==> src/rtl/cache_geom_pkg.sv <==
`default_nettype none

package cache_geom_pkg;

    localparam int WORD_OFFSET_WIDTH = 2;                      // four words per line
    localparam int BYTE_OFFSET_WIDTH = WORD_OFFSET_WIDTH + 2;
    localparam int LINE_BITS         = 128;

    typedef logic [31:0] addr_t;
    typedef logic [31:0] word_t;
    typedef logic [3:0]  strb_t;
    typedef logic        way_t;

    // word 0 sits in the low bits
    typedef word_t [(1 << WORD_OFFSET_WIDTH)-1:0] line_t;

endpackage

`default_nettype wire

==> src/rtl/bus_pkg.sv <==
`default_nettype none

package bus_pkg;

    // strobe patterns on the apb side, they also give the access size
    localparam logic [3:0] STRB_BYTE = 4'b0001;
    localparam logic [3:0] STRB_HALF = 4'b0011;
    localparam logic [3:0] STRB_WORD = 4'b1111;

    // memory side request kind
    typedef enum logic {
        MEM_READ  = 1'b0,
        MEM_WRITE = 1'b1
    } mem_op_t;

endpackage

`default_nettype wire

==> src/rtl/dcache_ifs.sv <==
`timescale 1ns/1ps
`default_nettype none

interface array_if import cache_geom_pkg::*; #(
    parameter int INDEX_WIDTH = 4
);
    localparam int TAG_WIDTH  = 32 - BYTE_OFFSET_WIDTH - INDEX_WIDTH;
    localparam int LINE_BYTES = LINE_BITS / 8;

    logic                       rd_en;
    logic [INDEX_WIDTH-1:0]     rd_index;
    logic [1:0][TAG_WIDTH:0]    rd_tag;       // {valid, tag} per way
    line_t [1:0]                rd_data;
    logic [1:0]                 rd_dirty;
    way_t                       victim_way;

    logic [INDEX_WIDTH-1:0]     wr_index;
    logic [1:0]                 tag_we;
    logic [TAG_WIDTH:0]         tag_wdata;
    logic [1:0][LINE_BYTES-1:0] data_we;      // byte mask per way
    line_t                      data_wdata;
    logic [1:0]                 dirty_we;
    logic                       dirty_wdata;
    logic                       lru_we;
    way_t                       lru_way;      // way just used

    modport master (
        output rd_en, rd_index, wr_index, tag_we, tag_wdata, data_we, data_wdata,
               dirty_we, dirty_wdata, lru_we, lru_way,
        input  rd_tag, rd_data, rd_dirty, victim_way
    );

    modport slave (
        input  rd_en, rd_index, wr_index, tag_we, tag_wdata, data_we, data_wdata,
               dirty_we, dirty_wdata, lru_we, lru_way,
        output rd_tag, rd_data, rd_dirty, victim_way
    );
endinterface

interface line_if import cache_geom_pkg::*, bus_pkg::*; ();
    logic    req;     // one cycle pulse
    mem_op_t op;
    addr_t   addr;
    line_t   wline;
    logic    busy;
    logic    done;    // one cycle pulse
    line_t   rline;

    modport master (output req, op, addr, wline, input busy, done, rline);
    modport slave (input req, op, addr, wline, output busy, done, rline);
endinterface

`default_nettype wire

==> src/rtl/way_ram.sv <==
`timescale 1ns/1ps
`default_nettype none

module way_ram #(
    parameter type entry_t    = logic [31:0],
    parameter int  DEPTH_BITS = 4
) (
    input  wire logic                  clk,
    input  wire logic                  i_rd_en,
    input  wire logic [DEPTH_BITS-1:0] i_rd_addr,
    input  wire logic [DEPTH_BITS-1:0] i_wr_addr,
    input  wire logic                  i_we,
    input  wire entry_t                i_wdata,
    output entry_t                     o_rdata
);
    entry_t mem [1 << DEPTH_BITS];

    always_ff @(posedge clk) begin
        if (i_we) begin
            mem[i_wr_addr] <= i_wdata;   // whole entry
        end
        if (i_rd_en) begin
            o_rdata <= mem[i_rd_addr];   // held until the next read
        end
    end

    // the controller must present a resolved index on every lookup
    a_rd_addr_known: assert property (
        @(posedge clk) i_rd_en |-> !$isunknown(i_rd_addr)
    );

endmodule

`default_nettype wire

==> src/rtl/cache_arrays.sv <==
`timescale 1ns/1ps
`default_nettype none

module cache_arrays import cache_geom_pkg::*; #(
    parameter int INDEX_WIDTH = 4
) (
    input wire logic clk,
    input wire logic rstn,
    array_if.slave   arr
);
    localparam int TAG_WIDTH  = 32 - BYTE_OFFSET_WIDTH - INDEX_WIDTH;
    localparam int LINE_BYTES = LINE_BITS / 8;
    localparam int SETS       = 1 << INDEX_WIDTH;

    typedef struct packed {
        logic                 valid;
        logic [TAG_WIDTH-1:0] tag;
    } tag_entry_t;

    tag_entry_t tag_rd [2];
    line_t      line_rd [2];
    logic [1:0] valid_q [SETS];   // ram copy of valid is undefined until written
    logic [1:0] dirty_q [SETS];
    way_t       lru_q [SETS];     // least recently used way of each set
    logic [1:0] valid_rd_q;

    for (genvar w = 0; w < 2; w++) begin : g_way
        logic [LINE_BYTES-1:0][7:0] old_bytes;
        logic [LINE_BYTES-1:0][7:0] new_bytes;
        logic [LINE_BYTES-1:0][7:0] merged;

        way_ram #(.entry_t(tag_entry_t), .DEPTH_BITS(INDEX_WIDTH)) u_tag_ram (
            .clk       (clk),
            .i_rd_en   (arr.rd_en),
            .i_rd_addr (arr.rd_index),
            .i_wr_addr (arr.wr_index),
            .i_we      (arr.tag_we[w]),
            .i_wdata   (arr.tag_wdata),
            .o_rdata   (tag_rd[w])
        );

        // unmasked bytes keep the line held at the ram output
        always_comb begin
            old_bytes = line_rd[w];
            new_bytes = arr.data_wdata;
            for (int b = 0; b < LINE_BYTES; b++) begin
                merged[b] = arr.data_we[w][b] ? new_bytes[b] : old_bytes[b];
            end
        end

        way_ram #(.entry_t(line_t), .DEPTH_BITS(INDEX_WIDTH)) u_data_ram (
            .clk       (clk),
            .i_rd_en   (arr.rd_en),
            .i_rd_addr (arr.rd_index),
            .i_wr_addr (arr.wr_index),
            .i_we      (|arr.data_we[w]),
            .i_wdata   (merged),
            .o_rdata   (line_rd[w])
        );
    end

    always_comb begin
        for (int w = 0; w < 2; w++) begin
            arr.rd_tag[w] = {tag_rd[w].valid & valid_rd_q[w], tag_rd[w].tag};
        end
    end
    assign arr.rd_data = {line_rd[1], line_rd[0]};

    always_ff @(posedge clk) begin
        if (!rstn) begin
            for (int s = 0; s < SETS; s++) begin
                valid_q[s] <= '0;
                dirty_q[s] <= '0;
                lru_q[s]   <= 1'b0;
            end
            valid_rd_q     <= '0;
            arr.rd_dirty   <= '0;
            arr.victim_way <= 1'b0;
        end else begin
            for (int w = 0; w < 2; w++) begin
                if (arr.tag_we[w]) begin
                    valid_q[arr.wr_index][w] <= arr.tag_wdata[TAG_WIDTH];
                end
                if (arr.dirty_we[w]) begin
                    dirty_q[arr.wr_index][w] <= arr.dirty_wdata;
                end
            end
            if (arr.lru_we) begin
                lru_q[arr.wr_index] <= ~arr.lru_way;   // the other way becomes lru
            end
            if (arr.rd_en) begin   // same timing as the ram read
                valid_rd_q     <= valid_q[arr.rd_index];
                arr.rd_dirty   <= dirty_q[arr.rd_index];
                arr.victim_way <= lru_q[arr.rd_index];
            end
        end
    end

    // a fill or hit only ever names one way
    a_tag_we_single: assert property (@(posedge clk) disable iff (!rstn) !(&arr.tag_we));

endmodule

`default_nettype wire

==> src/rtl/apb_cache_ctrl.sv <==
`timescale 1ns/1ps
`default_nettype none

module apb_cache_ctrl import cache_geom_pkg::*, bus_pkg::*; #(
    parameter int INDEX_WIDTH = 4
) (
    input  wire logic  clk,
    input  wire logic  rstn,
    input  wire logic  i_psel,
    input  wire logic  i_penable,
    input  wire logic  i_pwrite,
    input  wire addr_t i_paddr,
    input  wire word_t i_pwdata,
    input  wire strb_t i_pstrb,
    output word_t      o_prdata,
    output logic       o_pready,
    output logic       o_pslverr,
    array_if.master    arr,
    line_if.master     mem
);
    localparam int TAG_WIDTH  = 32 - BYTE_OFFSET_WIDTH - INDEX_WIDTH;
    localparam int LINE_BYTES = LINE_BITS / 8;

    typedef struct packed {
        logic                 valid;
        logic [TAG_WIDTH-1:0] tag;
    } tag_entry_t;

    typedef enum logic [2:0] {
        S_IDLE, S_LOOKUP, S_WB, S_REFILL_REQ, S_REFILL_WAIT, S_FILL
    } state_t;

    state_t state_q, state_d;

    addr_t req_addr_q;
    word_t req_wdata_q;   // already moved to its byte lanes
    strb_t req_size_q;    // strobe as given, encodes the size
    strb_t req_lanes_q;
    logic  req_write_q;

    logic [INDEX_WIDTH-1:0]       req_index;
    logic [TAG_WIDTH-1:0]         req_tag;
    logic [WORD_OFFSET_WIDTH-1:0] req_word;
    logic                         start;
    logic                         misaligned;
    tag_entry_t                   entry [2];
    logic [1:0]                   hit;
    way_t                         hit_way;
    way_t                         vic;
    logic [LINE_BYTES-1:0]        line_mask;
    logic [LINE_BYTES-1:0][7:0]   refill_bytes;
    logic [LINE_BYTES-1:0][7:0]   wdata_bytes;
    logic [LINE_BYTES-1:0][7:0]   fill_bytes;
    line_t                        sel_line;
    word_t                        sel_word;

    assign req_index = req_addr_q[BYTE_OFFSET_WIDTH +: INDEX_WIDTH];
    assign req_tag   = req_addr_q[31 -: TAG_WIDTH];
    assign req_word  = req_addr_q[2 +: WORD_OFFSET_WIDTH];
    assign start     = (state_q == S_IDLE) && i_psel && i_penable;   // first access cycle

    always_comb begin
        case (i_pstrb)
            STRB_HALF: misaligned = i_paddr[0];
            STRB_WORD: misaligned = |i_paddr[1:0];
            default:   misaligned = 1'b0;
        endcase
    end

    always_ff @(posedge clk) begin
        if (start && !misaligned) begin
            req_addr_q  <= i_paddr;
            req_wdata_q <= i_pwdata << {i_paddr[1:0], 3'b000};
            req_lanes_q <= i_pstrb << i_paddr[1:0];
            req_size_q  <= i_pstrb;
            req_write_q <= i_pwrite;
        end
    end

    always_comb begin
        for (int w = 0; w < 2; w++) begin
            entry[w] = arr.rd_tag[w];
            hit[w]   = entry[w].valid && (entry[w].tag == req_tag);
        end
    end
    assign hit_way   = hit[1];
    assign vic       = arr.victim_way;
    assign line_mask = LINE_BYTES'(req_lanes_q) << {req_word, 2'b00};

    // pending write goes over the returned line
    assign refill_bytes = mem.rline;
    assign wdata_bytes  = {(LINE_BYTES / 4){req_wdata_q}};
    always_comb begin
        for (int b = 0; b < LINE_BYTES; b++) begin
            fill_bytes[b] = (req_write_q && line_mask[b]) ? wdata_bytes[b] : refill_bytes[b];
        end
    end

    assign sel_line = (state_q == S_FILL) ? line_t'(fill_bytes) : arr.rd_data[hit_way];
    assign sel_word = sel_line[req_word];

    always_comb begin   // sub-word reads come back zero extended
        case (req_size_q)
            STRB_BYTE: o_prdata = 32'(sel_word[{req_addr_q[1:0], 3'b000} +: 8]);
            STRB_HALF: o_prdata = 32'(sel_word[{req_addr_q[1], 4'b0000} +: 16]);
            default:   o_prdata = sel_word;
        endcase
    end

    always_ff @(posedge clk) begin
        if (!rstn) begin
            state_q <= S_IDLE;
        end else begin
            state_q <= state_d;
        end
    end

    always_comb begin
        state_d         = state_q;
        o_pready        = 1'b0;
        o_pslverr       = 1'b0;
        arr.rd_en       = 1'b0;
        arr.rd_index    = i_paddr[BYTE_OFFSET_WIDTH +: INDEX_WIDTH];
        arr.wr_index    = req_index;
        arr.tag_we      = '0;
        arr.tag_wdata   = {1'b1, req_tag};
        arr.data_we     = '0;
        arr.data_wdata  = wdata_bytes;
        arr.dirty_we    = '0;
        arr.dirty_wdata = req_write_q;   // a read fill leaves the line clean
        arr.lru_we      = 1'b0;
        arr.lru_way     = hit_way;
        mem.req         = 1'b0;
        mem.op          = MEM_READ;
        mem.addr        = {req_tag, req_index, BYTE_OFFSET_WIDTH'(0)};
        mem.wline       = arr.rd_data[vic];
        case (state_q)
            S_IDLE: begin
                if (start && misaligned) begin
                    o_pready  = 1'b1;
                    o_pslverr = 1'b1;
                end else if (start) begin
                    arr.rd_en = 1'b1;
                    state_d   = S_LOOKUP;
                end
            end
            S_LOOKUP: begin
                if (|hit) begin
                    o_pready   = 1'b1;
                    arr.lru_we = 1'b1;
                    if (req_write_q) begin
                        arr.data_we[hit_way]  = line_mask;
                        arr.dirty_we[hit_way] = 1'b1;
                    end
                    state_d = S_IDLE;
                end else if (entry[vic].valid && arr.rd_dirty[vic]) begin
                    state_d = S_WB;
                end else begin
                    state_d = S_REFILL_REQ;
                end
            end
            S_WB: begin
                mem.req  = !mem.busy && !mem.done;   // one request, then wait
                mem.op   = MEM_WRITE;
                mem.addr = {entry[vic].tag, req_index, BYTE_OFFSET_WIDTH'(0)};
                if (mem.done) begin
                    state_d = S_REFILL_REQ;
                end
            end
            S_REFILL_REQ: begin
                mem.req = !mem.busy;
                if (!mem.busy) begin
                    state_d = S_REFILL_WAIT;
                end
            end
            S_REFILL_WAIT: begin
                if (mem.done) begin
                    state_d = S_FILL;
                end
            end
            S_FILL: begin
                o_pready          = 1'b1;
                arr.tag_we[vic]   = 1'b1;
                arr.data_we[vic]  = '1;
                arr.data_wdata    = fill_bytes;
                arr.dirty_we[vic] = 1'b1;
                arr.lru_we        = 1'b1;
                arr.lru_way       = vic;
                state_d           = S_IDLE;
            end
            default: state_d = S_IDLE;
        endcase
    end

    // completion only ever lands inside an apb access phase
    a_pready_in_access: assert property (
        @(posedge clk) disable iff (!rstn) o_pready |-> (i_psel && i_penable)
    );

endmodule

`default_nettype wire

==> src/rtl/line_mem_port.sv <==
`timescale 1ns/1ps
`default_nettype none

module line_mem_port import cache_geom_pkg::*, bus_pkg::*; (
    input  wire logic  clk,
    input  wire logic  rstn,
    line_if.slave      mem,
    output logic       o_mem_valid,
    input  wire logic  i_mem_ready,
    output mem_op_t    o_mem_op,
    output addr_t      o_mem_addr,
    output line_t      o_mem_wdata,
    input  wire logic  i_mem_rvalid,
    input  wire line_t i_mem_rdata
);
    logic    valid_q;
    logic    busy_q;
    logic    rd_wait_q;   // read taken, line not back yet
    logic    done_q;
    mem_op_t op_q;
    addr_t   addr_q;
    line_t   wline_q;     // write-back buffer
    line_t   rline_q;     // refill buffer
    logic    take;
    logic    accept;
    logic    ret;

    assign take   = mem.req;
    assign accept = valid_q && i_mem_ready;
    assign ret    = rd_wait_q && i_mem_rvalid;

    always_ff @(posedge clk) begin
        if (!rstn) begin
            valid_q   <= 1'b0;
            busy_q    <= 1'b0;
            rd_wait_q <= 1'b0;
            done_q    <= 1'b0;
        end else begin
            done_q <= 1'b0;
            if (take) begin
                valid_q <= 1'b1;
                busy_q  <= 1'b1;
            end
            if (accept) begin
                valid_q <= 1'b0;
                if (op_q == MEM_WRITE) begin
                    done_q <= 1'b1;
                    busy_q <= 1'b0;
                end else begin
                    rd_wait_q <= 1'b1;
                end
            end
            if (ret) begin
                rd_wait_q <= 1'b0;
                done_q    <= 1'b1;
                busy_q    <= 1'b0;
            end
        end
    end

    always_ff @(posedge clk) begin
        if (take) begin
            op_q    <= mem.op;
            addr_q  <= mem.addr;
            wline_q <= mem.wline;
        end
        if (ret) begin
            rline_q <= i_mem_rdata;
        end
    end

    assign o_mem_valid = valid_q;
    assign o_mem_op    = op_q;
    assign o_mem_addr  = addr_q;
    assign o_mem_wdata = wline_q;
    assign mem.busy    = busy_q;
    assign mem.done    = done_q;
    assign mem.rline   = rline_q;

    a_req_stable: assert property (
        @(posedge clk) disable iff (!rstn)
        (o_mem_valid && !i_mem_ready) |=> (o_mem_valid && $stable(o_mem_op)
            && $stable(o_mem_addr) && $stable(o_mem_wdata))
    );

endmodule

`default_nettype wire

==> src/rtl/dcache_top.sv <==
`timescale 1ns/1ps
`default_nettype none

module dcache_top import cache_geom_pkg::*, bus_pkg::*; #(
    parameter int INDEX_WIDTH = 4   // 16 sets
) (
    input  wire logic  clk,
    input  wire logic  rstn,
    input  wire logic  i_psel,
    input  wire logic  i_penable,
    input  wire logic  i_pwrite,
    input  wire addr_t i_paddr,
    input  wire word_t i_pwdata,
    input  wire strb_t i_pstrb,
    output word_t      o_prdata,
    output logic       o_pready,
    output logic       o_pslverr,
    output logic       o_mem_valid,
    input  wire logic  i_mem_ready,
    output mem_op_t    o_mem_op,
    output addr_t      o_mem_addr,
    output line_t      o_mem_wdata,
    input  wire logic  i_mem_rvalid,
    input  wire line_t i_mem_rdata
);
    array_if #(.INDEX_WIDTH(INDEX_WIDTH)) u_array_if ();
    line_if u_line_if ();

    apb_cache_ctrl #(.INDEX_WIDTH(INDEX_WIDTH)) u_ctrl (
        .clk       (clk),
        .rstn      (rstn),
        .i_psel    (i_psel),
        .i_penable (i_penable),
        .i_pwrite  (i_pwrite),
        .i_paddr   (i_paddr),
        .i_pwdata  (i_pwdata),
        .i_pstrb   (i_pstrb),
        .o_prdata  (o_prdata),
        .o_pready  (o_pready),
        .o_pslverr (o_pslverr),
        .arr       (u_array_if.master),
        .mem       (u_line_if.master)
    );

    cache_arrays #(.INDEX_WIDTH(INDEX_WIDTH)) u_arrays (
        .clk  (clk),
        .rstn (rstn),
        .arr  (u_array_if.slave)
    );

    line_mem_port u_mem_port (
        .clk          (clk),
        .rstn         (rstn),
        .mem          (u_line_if.slave),
        .o_mem_valid  (o_mem_valid),
        .i_mem_ready  (i_mem_ready),
        .o_mem_op     (o_mem_op),
        .o_mem_addr   (o_mem_addr),
        .o_mem_wdata  (o_mem_wdata),
        .i_mem_rvalid (i_mem_rvalid),
        .i_mem_rdata  (i_mem_rdata)
    );

endmodule

`default_nettype wire

==> config.mk <==
export PLATFORM = sky130hd
export DESIGN_NAME = dcache_top
export DESIGN_NICKNAME = d
export VERILOG_FILES = /design/src/rtl/cache_geom_pkg.sv /design/src/rtl/bus_pkg.sv /design/src/rtl/dcache_ifs.sv /design/src/rtl/way_ram.sv /design/src/rtl/cache_arrays.sv /design/src/rtl/apb_cache_ctrl.sv /design/src/rtl/line_mem_port.sv /design/src/rtl/dcache_top.sv
export SDC_FILE = /design/constraint.sdc
export NUM_CORES = 2
export LEC_CHECK = 0
export BUFFER_PORTS_ARGS = -buffer_cell sky130_fd_sc_hd__clkbuf_2
export CORE_UTILIZATION = 55
export CTS_CLUSTER_SIZE = 14
export DETAILED_ROUTE_END_ITERATION = 10
export GPL_TIMING_DRIVEN = 0
export HOLD_SLACK_MARGIN = 0.08
export PLACE_DENSITY = 0.73
export SLEW_MARGIN = 20
export SYNTH_ARGS = -nofsm -noshare
export SYNTH_HDL_FRONTEND = slang
export SYNTH_MEMORY_MAX_BITS = 65536
export SYNTH_SLANG_ARGS = --single-unit
==> constraint.sdc <==
create_clock -name clk -period 20.2 [get_ports clk]
set_input_delay 6.06 -clock clk [delete_from_list [all_inputs] [get_ports clk]]
set_output_delay 6.06 -clock clk [all_outputs]
set_load 0.02 [all_outputs]
# Word-level counts from Yosys, hierarchy flattened

Memories as Yosys holds them, arrays and structs flattened. A register that Yosys moved wholly into a read port is not among the register bits.
Index checks and enable logic that the tools add are counted.

Flip-flop bits (word level): 371
Bits in latches: 0
Memory bits (writable): 4944
ROM bits: 0
Input bits: 203
Output and inout port bits: 196
Word-level logic and storage cells: 244
Memories: 7

$add $sub $neg: 0
Multipliers: 0
Div/mod/pow operators: 0
$lt $le $gt $ge: 6
Eq/ne operators: 16
Shifts and indexed selects: 5
Muxes and demuxes: 135
Bitwise operators: 7
Reduce and logical (&&, ||, !) cells: 46

Memory list:

| memory                           | words | width | rd ports | clocked after Yosys merged registers in | wr ports | line               | text |
|---|---|---|---|---|---|---|---|
| u_arrays.g_way[0].u_data_ram.mem | 16    | 128   | 1        | 1                                       | 1        | way_ram.sv:16      | `entry_t mem [1 << DEPTH_BITS];` |
| u_arrays.g_way[1].u_data_ram.mem | 16    | 128   | 1        | 1                                       | 1        | way_ram.sv:16      |  |
| u_arrays.g_way[0].u_tag_ram.mem  | 16    | 24    | 1        | 1                                       | 1        | way_ram.sv:16      |  |
| u_arrays.g_way[1].u_tag_ram.mem  | 16    | 24    | 1        | 1                                       | 1        | way_ram.sv:16      |  |
| u_arrays.dirty_q                 | 16    | 2     | 1        | 1                                       | 16       | cache_arrays.sv:23 | `logic [1:0] dirty_q [SETS];` |
| u_arrays.valid_q                 | 16    | 2     | 1        | 1                                       | 16       | cache_arrays.sv:22 | `logic [1:0] valid_q [SETS];` |
| +1 memories                      | n/a   | n/a   | n/a      | n/a                                     | n/a      | n/a                |  |

Operator list:

| kind                 | count |
|---|---|
| $mux W128            | 6 |
| $mux W8              | 48 |
| $mux W32             | 4 |
| $pmux W32 S2         | 2 |
| $mux W25             | 3 |
| $bmux W32 S2         | 1 |
| $eq A24 B24 Y1       | 2 |
| $mux W1              | 43 |
| $and A32 B32 Y32     | 1 |
| $demux W16 S1        | 2 |
| $mux W16             | 2 |
| $reduce_or A16 Y1    | 2 |
| $shiftx A32 B6 Y16   | 1 |
| $shiftx A32 B6 Y8    | 1 |
| $shl A32 B5 Y32      | 1 |
| $logic_and A1 B1 Y1  | 28 |
| $mux W3              | 6 |
| $shl A4 B4 Y16       | 1 |
| $pmux W3 S5          | 1 |
| $mux W2              | 7 |
| $mux W4              | 3 |
| $reduce_or A2 Y1     | 6 |
| $eq A4 B2 Y1 const B | 2 |
| $eq A3 B2 Y1 const B | 2 |
| other kinds (23)     | 40 |

# Logic depth before layout (Yosys ltp)

Depth after elaboration: 14
Depth in mapped cells: 13

# Cells and area by module

From an unflattened synthesis, not the netlist that was laid out.

Cell total of the unflattened synthesis: 11085
Area, all modules: 223150.3 µm²

Modules (own cells, without submodules):

| module                                      | times used | cells an instance | area an instance (µm²) | seq. area each (µm²) |
|---|---|---|---|---|
| way_ram at u_arrays.g_way[0].u_data_ram ... | 2          | 3357              | 80726.2                | 65342.7 |
| way_ram at u_arrays.g_way[0].u_tag_ram ...  | 2          | 660               | 15801.4                | 12762.2 |
| apb_cache_ctrl                              | 1          | 1940              | 13735.7                | 2252.2 |
| line_mem_port                               | 1          | 303               | 8829.7                 | 8758.4 |
| cache_arrays                                | 1          | 808               | 7529.7                 | 2342.2 |

# Worst setup path before layout

No wires, ideal clock.

Path kind: input -> register
From: input port i_penable
To: register u_arrays.arr.rd_dirty[0], read port of u_arrays.dirty_q
Setup time: 0.146 ns
Data arrival time: 15.680 ns
Setup slack: 4.373 ns
Stages: 6
Cell sequence: nand2_1 > nor4_1 > nor2b_1 > clkbuf_1 > mux2i_1 > nor2b_1

Longest elaborated chain between the ends: 4

Ends and longest elaborated chain:

| what                                                  | line                                         | text |
|---|---|---|
| from (decl)                                           | dcache_top.sv:10                             | `input wire logic i_penable,` |
| $logic_and A1 B1 Y1 (*)                               | apb_cache_ctrl.sv:60                         | `assign start = (state_q == S_IDLE) && i_psel && i_penable;` |
| $mux W1 / $logic_and A1 B1 Y1 (equally long branches) | apb_cache_ctrl.sv:142, apb_cache_ctrl.sv:139 |  |
| $mux W1 (*)                                           | apb_cache_ctrl.sv:139                        | `if (start && misaligned) begin` |
| $mux W1 (*)                                           | apb_cache_ctrl.sv:137                        | `case (state_q)` |
| net u_array_if.rd_en                                  | dcache_ifs.sv:10                             | `logic rd_en;` |
| to (decl)                                             | dcache_ifs.sv:36                             | `output rd_tag, rd_data, rd_dirty, victim_way` |

The timed path passes the listed nets; every way through them passes the cells marked *.
A chain may end at the register's enable or synchronous reset.

# Worst setup path in the final report

From: register u_ctrl.req_addr_q[22]
To: output port o_prdata[1]

Longest elaborated chain between the ends: 9

Ends and longest elaborated chain:

| what                                                           | line                                         | text |
|---|---|---|
| from (decl)                                                    | apb_cache_ctrl.sv:35                         | `addr_t req_addr_q;` |
| from (signal assigned)                                         | apb_cache_ctrl.sv:72                         | `req_addr_q <= i_paddr;` |
| $eq A24 B24 Y1 (*)                                             | apb_cache_ctrl.sv:83                         | `hit[w] = entry[w].valid && (entry[w].tag == req_tag);` |
| $logic_and A1 B1 Y1 (*)                                        | apb_cache_ctrl.sv:83                         |  |
| $mux W128 (not written as such) (*) (2 in series)              | apb_cache_ctrl.sv:99                         | `assign sel_line = (state_q == S_FILL) ? line_t'(fill_bytes) : arr.rd_data[hit_way];` |
| $mux W128 (*)                                                  | apb_cache_ctrl.sv:99                         |  |
| $bmux W32 S2 (*)                                               | apb_cache_ctrl.sv:100                        | `assign sel_word = sel_line[req_word];` |
| $mux W32 (not written as such) (*)                             | apb_cache_ctrl.sv:100                        |  |
| $shiftx A32 B6 Y16 / $shiftx A32 B6 Y8 (equally long branches) | apb_cache_ctrl.sv:105, apb_cache_ctrl.sv:104 |  |
| $pmux W32 S2 (*)                                               | apb_cache_ctrl.sv:103                        | `case (req_size_q)` |
| to (decl)                                                      | dcache_top.sv:15                             | `output word_t o_prdata,` |

Mark *: on every way between the ends. The rest lies on a longest branch, timed or not. The select of a mux whose other input is x is not followed.

==> run_results.csv <==
group,metric,value,unit
status,outcome,"finished clean",
critical_path,crit_path_start,"u_ctrl.req_addr_q[22]",
drt,vias,122100,
cts,cts.sink_count,5618,
yosys,netlist_area,219000,sq um
drt,drt_first_iter_violations,20630,
power_and_ir_drop,p_leak,81.15,nW
grt,grt_usage,40.09,%
cts,cts_tree,"done",
cts,clk_latency,1.14,ns
hold_path,hold_path.class,"reg2reg",
floorplanning,chipHeight,633.0,um
critical_path,reg2regPathDepth,16,
cts,htreeDepth,6,
cells_and_area,synthToLayoutAreaGrowth,16.96,%
cells_and_area,final_cell_area,256100,sq um
critical_path,path_max_fanout,18,
drt,viasPerCell,7.074,
grt,grt_pass1_wl,1055000,um
critical_path,max_stage_delay,1.00,ns
floorplanning,ios,399,
timing,setup_slack,5.883,ns
power_and_ir_drop,power.total,0.02468,W
grt,grt_max_degree,60,
cts,cts_resized,0,
placement,post_dp_cell_area,237600,sq um
power_and_ir_drop,power_density,96.39,nW/um^2
critical_path,crit_slowest_cell,"a221oi_1",
yosys,synth.area.top_cells,"edfxtp_1 76%, mux4_2 15%, mux2_2 1.2%",
floorplanning,initial_core_util,55.30,%
placement,dp_worst_setup_slack,6.238,ns
drt,drt_first_pass_iters,11,
critical_path,critPathKind,"reg2out",
power_and_ir_drop,vdd_drop_max,0.09558,mV
timing,setup_tns,0,ns
grt,grt_overflow,0,
cts,clk_pin_slew,0.06,ns
yosys,synth_top_area_share,76.22,%
placement,portBuffers,394,
floorplanning,fp.dieW,633.0,um
timing,tightest_slew,1.375,ns
drt,wl_per_cell,46.63,um
cts,cts_root_buf,"clkbuf_16",
yosys,seq_area_frac_synth,76.77,%
critical_path,cp-start-kind,"flip-flop",
yosys,synth_edf_count,5558,
floorplanning,rows,231,
critical_path,worstPathCellList,"buf_8, xor2_1, nor4_1, and3_1, clkbuf_1, clkbuf_1, clkbuf_1, nand3_1, a31oi_1, a21oi_1, a32oi_1, nor2_1, a221oi_1, clkbuf_2",
timing,slew_headroom,5.717,%
timing,slew_viol_final,0,
timing,rsz0062_at_grt,"no",
cts,clockBufferDepth,4,
critical_path,r2r_slack,13.05,ns
yosys,yosysWarnings,0,
drt,drc_errors,0,
timing,setup_viol,0,
placement,gp_congestion,1.053,
cells_and_area,finalCoreUtilization,64.67,%
cts,cts_buffers,560,
cts,cts_hold_buf,0,
cells_and_area,drive_gt1_share,31.56,%
grt,grt_pass1_vias,117100,
job,drv_cap,0,
timing,finalCritPeriodShare,70.87,%
yosys,syn_avg_cell_area,21.72,sq um
critical_path,reg2reg_to,"u_arrays.g_way[1].u_data_ram.mem[10][66]",
yosys,yosys.area.top_type,"edfxtp_1",
yosys,synth_cell_types,61,
drt,ant_nets,0,
timing,finClkSkew,0.09554,ns
cells_and_area,num-nets-final,11670,
yosys,ys_async_sr_fraction,0,%
critical_path,worstSetupEndpoint,"o_prdata[1]",
critical_path,cp_data_arrival_time,8.26,ns
critical_path,critPathCaptureType,"primary output",
yosys,synthCells,10080,
timing,hold_viol,0,
yosys,synth_ff_type,"edfxtp_1",
floorplanning,fp.coreArea,396000,sq um
critical_path,critPathRequiredTime,14.14,ns
critical_path,reg2reg_from,"u_ctrl.req_addr_q[22]",
timing,fmax,69.85,MHz
cts,cts_setup_buffers,0,
floorplanning,die-area,400600,sq um
drt,routed_wl,805000,um
placement,hpwl,565500,um
yosys,synth-seq-cells,5618,
critical_path,crit_top_cell,"clkbuf_1",
timing,post-route-min-period,14.32,ns
grt,antenna_found_initial,85,
-- flip-flops by register name (all words and copies together), names as in the netlist, 2 cells and up --
name and cells:
u_ctrl.req_addr_q 32, u_arrays.dirty_q 32, u_mem_port.mem.rline 128, u_ctrl.req_wdata_q 32
u_arrays.arr.rd_dirty 2, u_arrays.lru_q 16, u_ctrl.state_q 3, u_arrays.g_way.u_data_ram.o_rdata 256
u_mem_port.o_mem_addr 28, u_arrays.g_way.u_tag_ram.o_rdata 48, u_ctrl.req_size_q 4, u_ctrl.req_lanes_q 4
u_arrays.g_way.u_data_ram.mem 4096, u_arrays.valid_q 32, u_arrays.valid_rd_q 2, u_arrays.g_way.u_tag_ram.mem 768
u_mem_port.o_mem_wdata 128
-- cell type report --
class,count,area [sq um]
Clock inverter,302,2704
Clock buffer,711,14880
Buffer,592,2492
Antenna cell,106,265.3
Sequential cell,5618,168100
Tap cell,5242,6559
Multi-Input combinational cell,3863,49880
Inverter,9,33.78
Fill cell,24950,139900
Timing Repair Buffer,818,11170
-- stage by stage --
stage          hold slack (ns)  std cells
5_1_grt                 0.4835      17190
3_5_place_dp            0.4536      16130
2_1_floorplan           0.4244      10080
4_1_cts                 0.4669      17140
6_report                0.4683      17260
3_3_place_gp            0.4412      15720
-- Yosys cell counts, types with 9 or more instances --
cell,number
a211oi_1,77
a21boi_0,12
a21o_1,11
a21oi_1,275
a221oi_1,11
a311o_1,9
a31oi_1,82
a32o_1,9
a32oi_1,10
and2_1,20
and3_1,19
buf_1,172
buf_2,22
clkbuf_1,392
dfxtp_1,60
edfxtp_1,5558
inv_1,9
mux2_2,237
mux2i_1,214
mux4_2,1504
nand2_1,392
nand3_1,143
nand4_1,11
nor2_1,396
nor2b_1,83
nor4_1,12
o211ai_1,28
o21a_1,40
o21ai_0,103
o21ai_1,18
o31ai_1,21
xnor2_1,23
xor2_1,26
-- worst min path at each step --
stage,startpoint,endpoint,cells past startpoint
after global placement,u_arrays.valid_q[14][1],u_arrays.valid_q[14][1],1
after detailed placement,u_arrays.valid_q[0][0],u_arrays.valid_q[0][0],1
final,u_arrays.valid_q[0][0],u_arrays.valid_q[0][0],1
after floorplan,u_ctrl.req_addr_q[4],u_mem_port.o_mem_addr[4],0
after CTS,u_arrays.valid_q[4][1],u_arrays.valid_q[4][1],1
after global routing,u_arrays.valid_q[12][1],u_arrays.valid_q[12][1],1
-- metal layers --
metal	part of all wire, %	global-route usage (%)	vias to the layer above	wire, um
met3	11	9.771	2117	91730
met2	45	59.75	10660	359800
met5	0.043	0	-	343
met1	33	50.35	64020	269600
met4	10	33.10	34	83460
li1	-	-	45270	-
-- cells by family after synthesis --
logic type             count (synthesis)  share of synthesized area, %
other                                  1                      0.001713
AO/OA/AOI/OAI                        753                         2.135
multiplexers                        1955                         17.67
XOR/XNOR                              49                        0.1960
AND/OR/NAND/NOR                     1102                         2.172
buffers and inverters                601                         1.055
flip-flops                          5618                         76.77
-- cells in the final DEF (no fill, tap or decap), types with 23 or more instances in the layout --
| cell | instances |
|---|---|
| edfxtp_1 | 5558 |
| mux4_2 | 1504 |
| clkbuf_16 | 572 |
| clkbuf_2 | 528 |
| clkbuf_1 | 441 |
| nand2_1 | 392 |
| nor2_1 | 325 |
| mux2_2 | 237 |
| buf_12 | 186 |
| mux2i_1 | 180 |
| buf_16 | 165 |
| a21oi_1 | 146 |
| nand3_1 | 143 |
| clkinv_1 | 135 |
| a21oi_2 | 129 |
| diode_2 | 106 |
| o21ai_0 | 98 |
| buf_1 | 91 |
| nor2b_1 | 80 |
| a211oi_1 | 76 |
| a31oi_1 | 76 |
| clkinv_2 | 74 |
| nor2_4 | 66 |
| dfxtp_1 | 60 |
| buf_2 | 53 |
| buf_8 | 41 |
| o21a_1 | 40 |
| bufinv_16 | 32 |
| o211ai_1 | 28 |
| xor2_1 | 26 |
| mux2i_2 | 25 |
| xnor2_1 | 23 |
| buf_6 | 23 |
-- power breakdown --
part	switching (W)	leakage [nW]	internal [W]	total [W]
logic	0.000958	22.0	0.000484	0.00144
registers	0.000176	50.6	0.0129	0.0131
clock network	0.00448	8.55	0.00566	0.0101
total	0.00562	81.1	0.0191	0.0247
-- worst max-delay path: cells and delay by family (launching register included) --
family	cells	cell delay, ns
buf+inv	5	2.47
compound gates	4	2.42
simple gates	4	1.28
flops	1	0.90
xor+xnor	1	0.09
No activity file was read; power rests on OpenSTA's default activity.
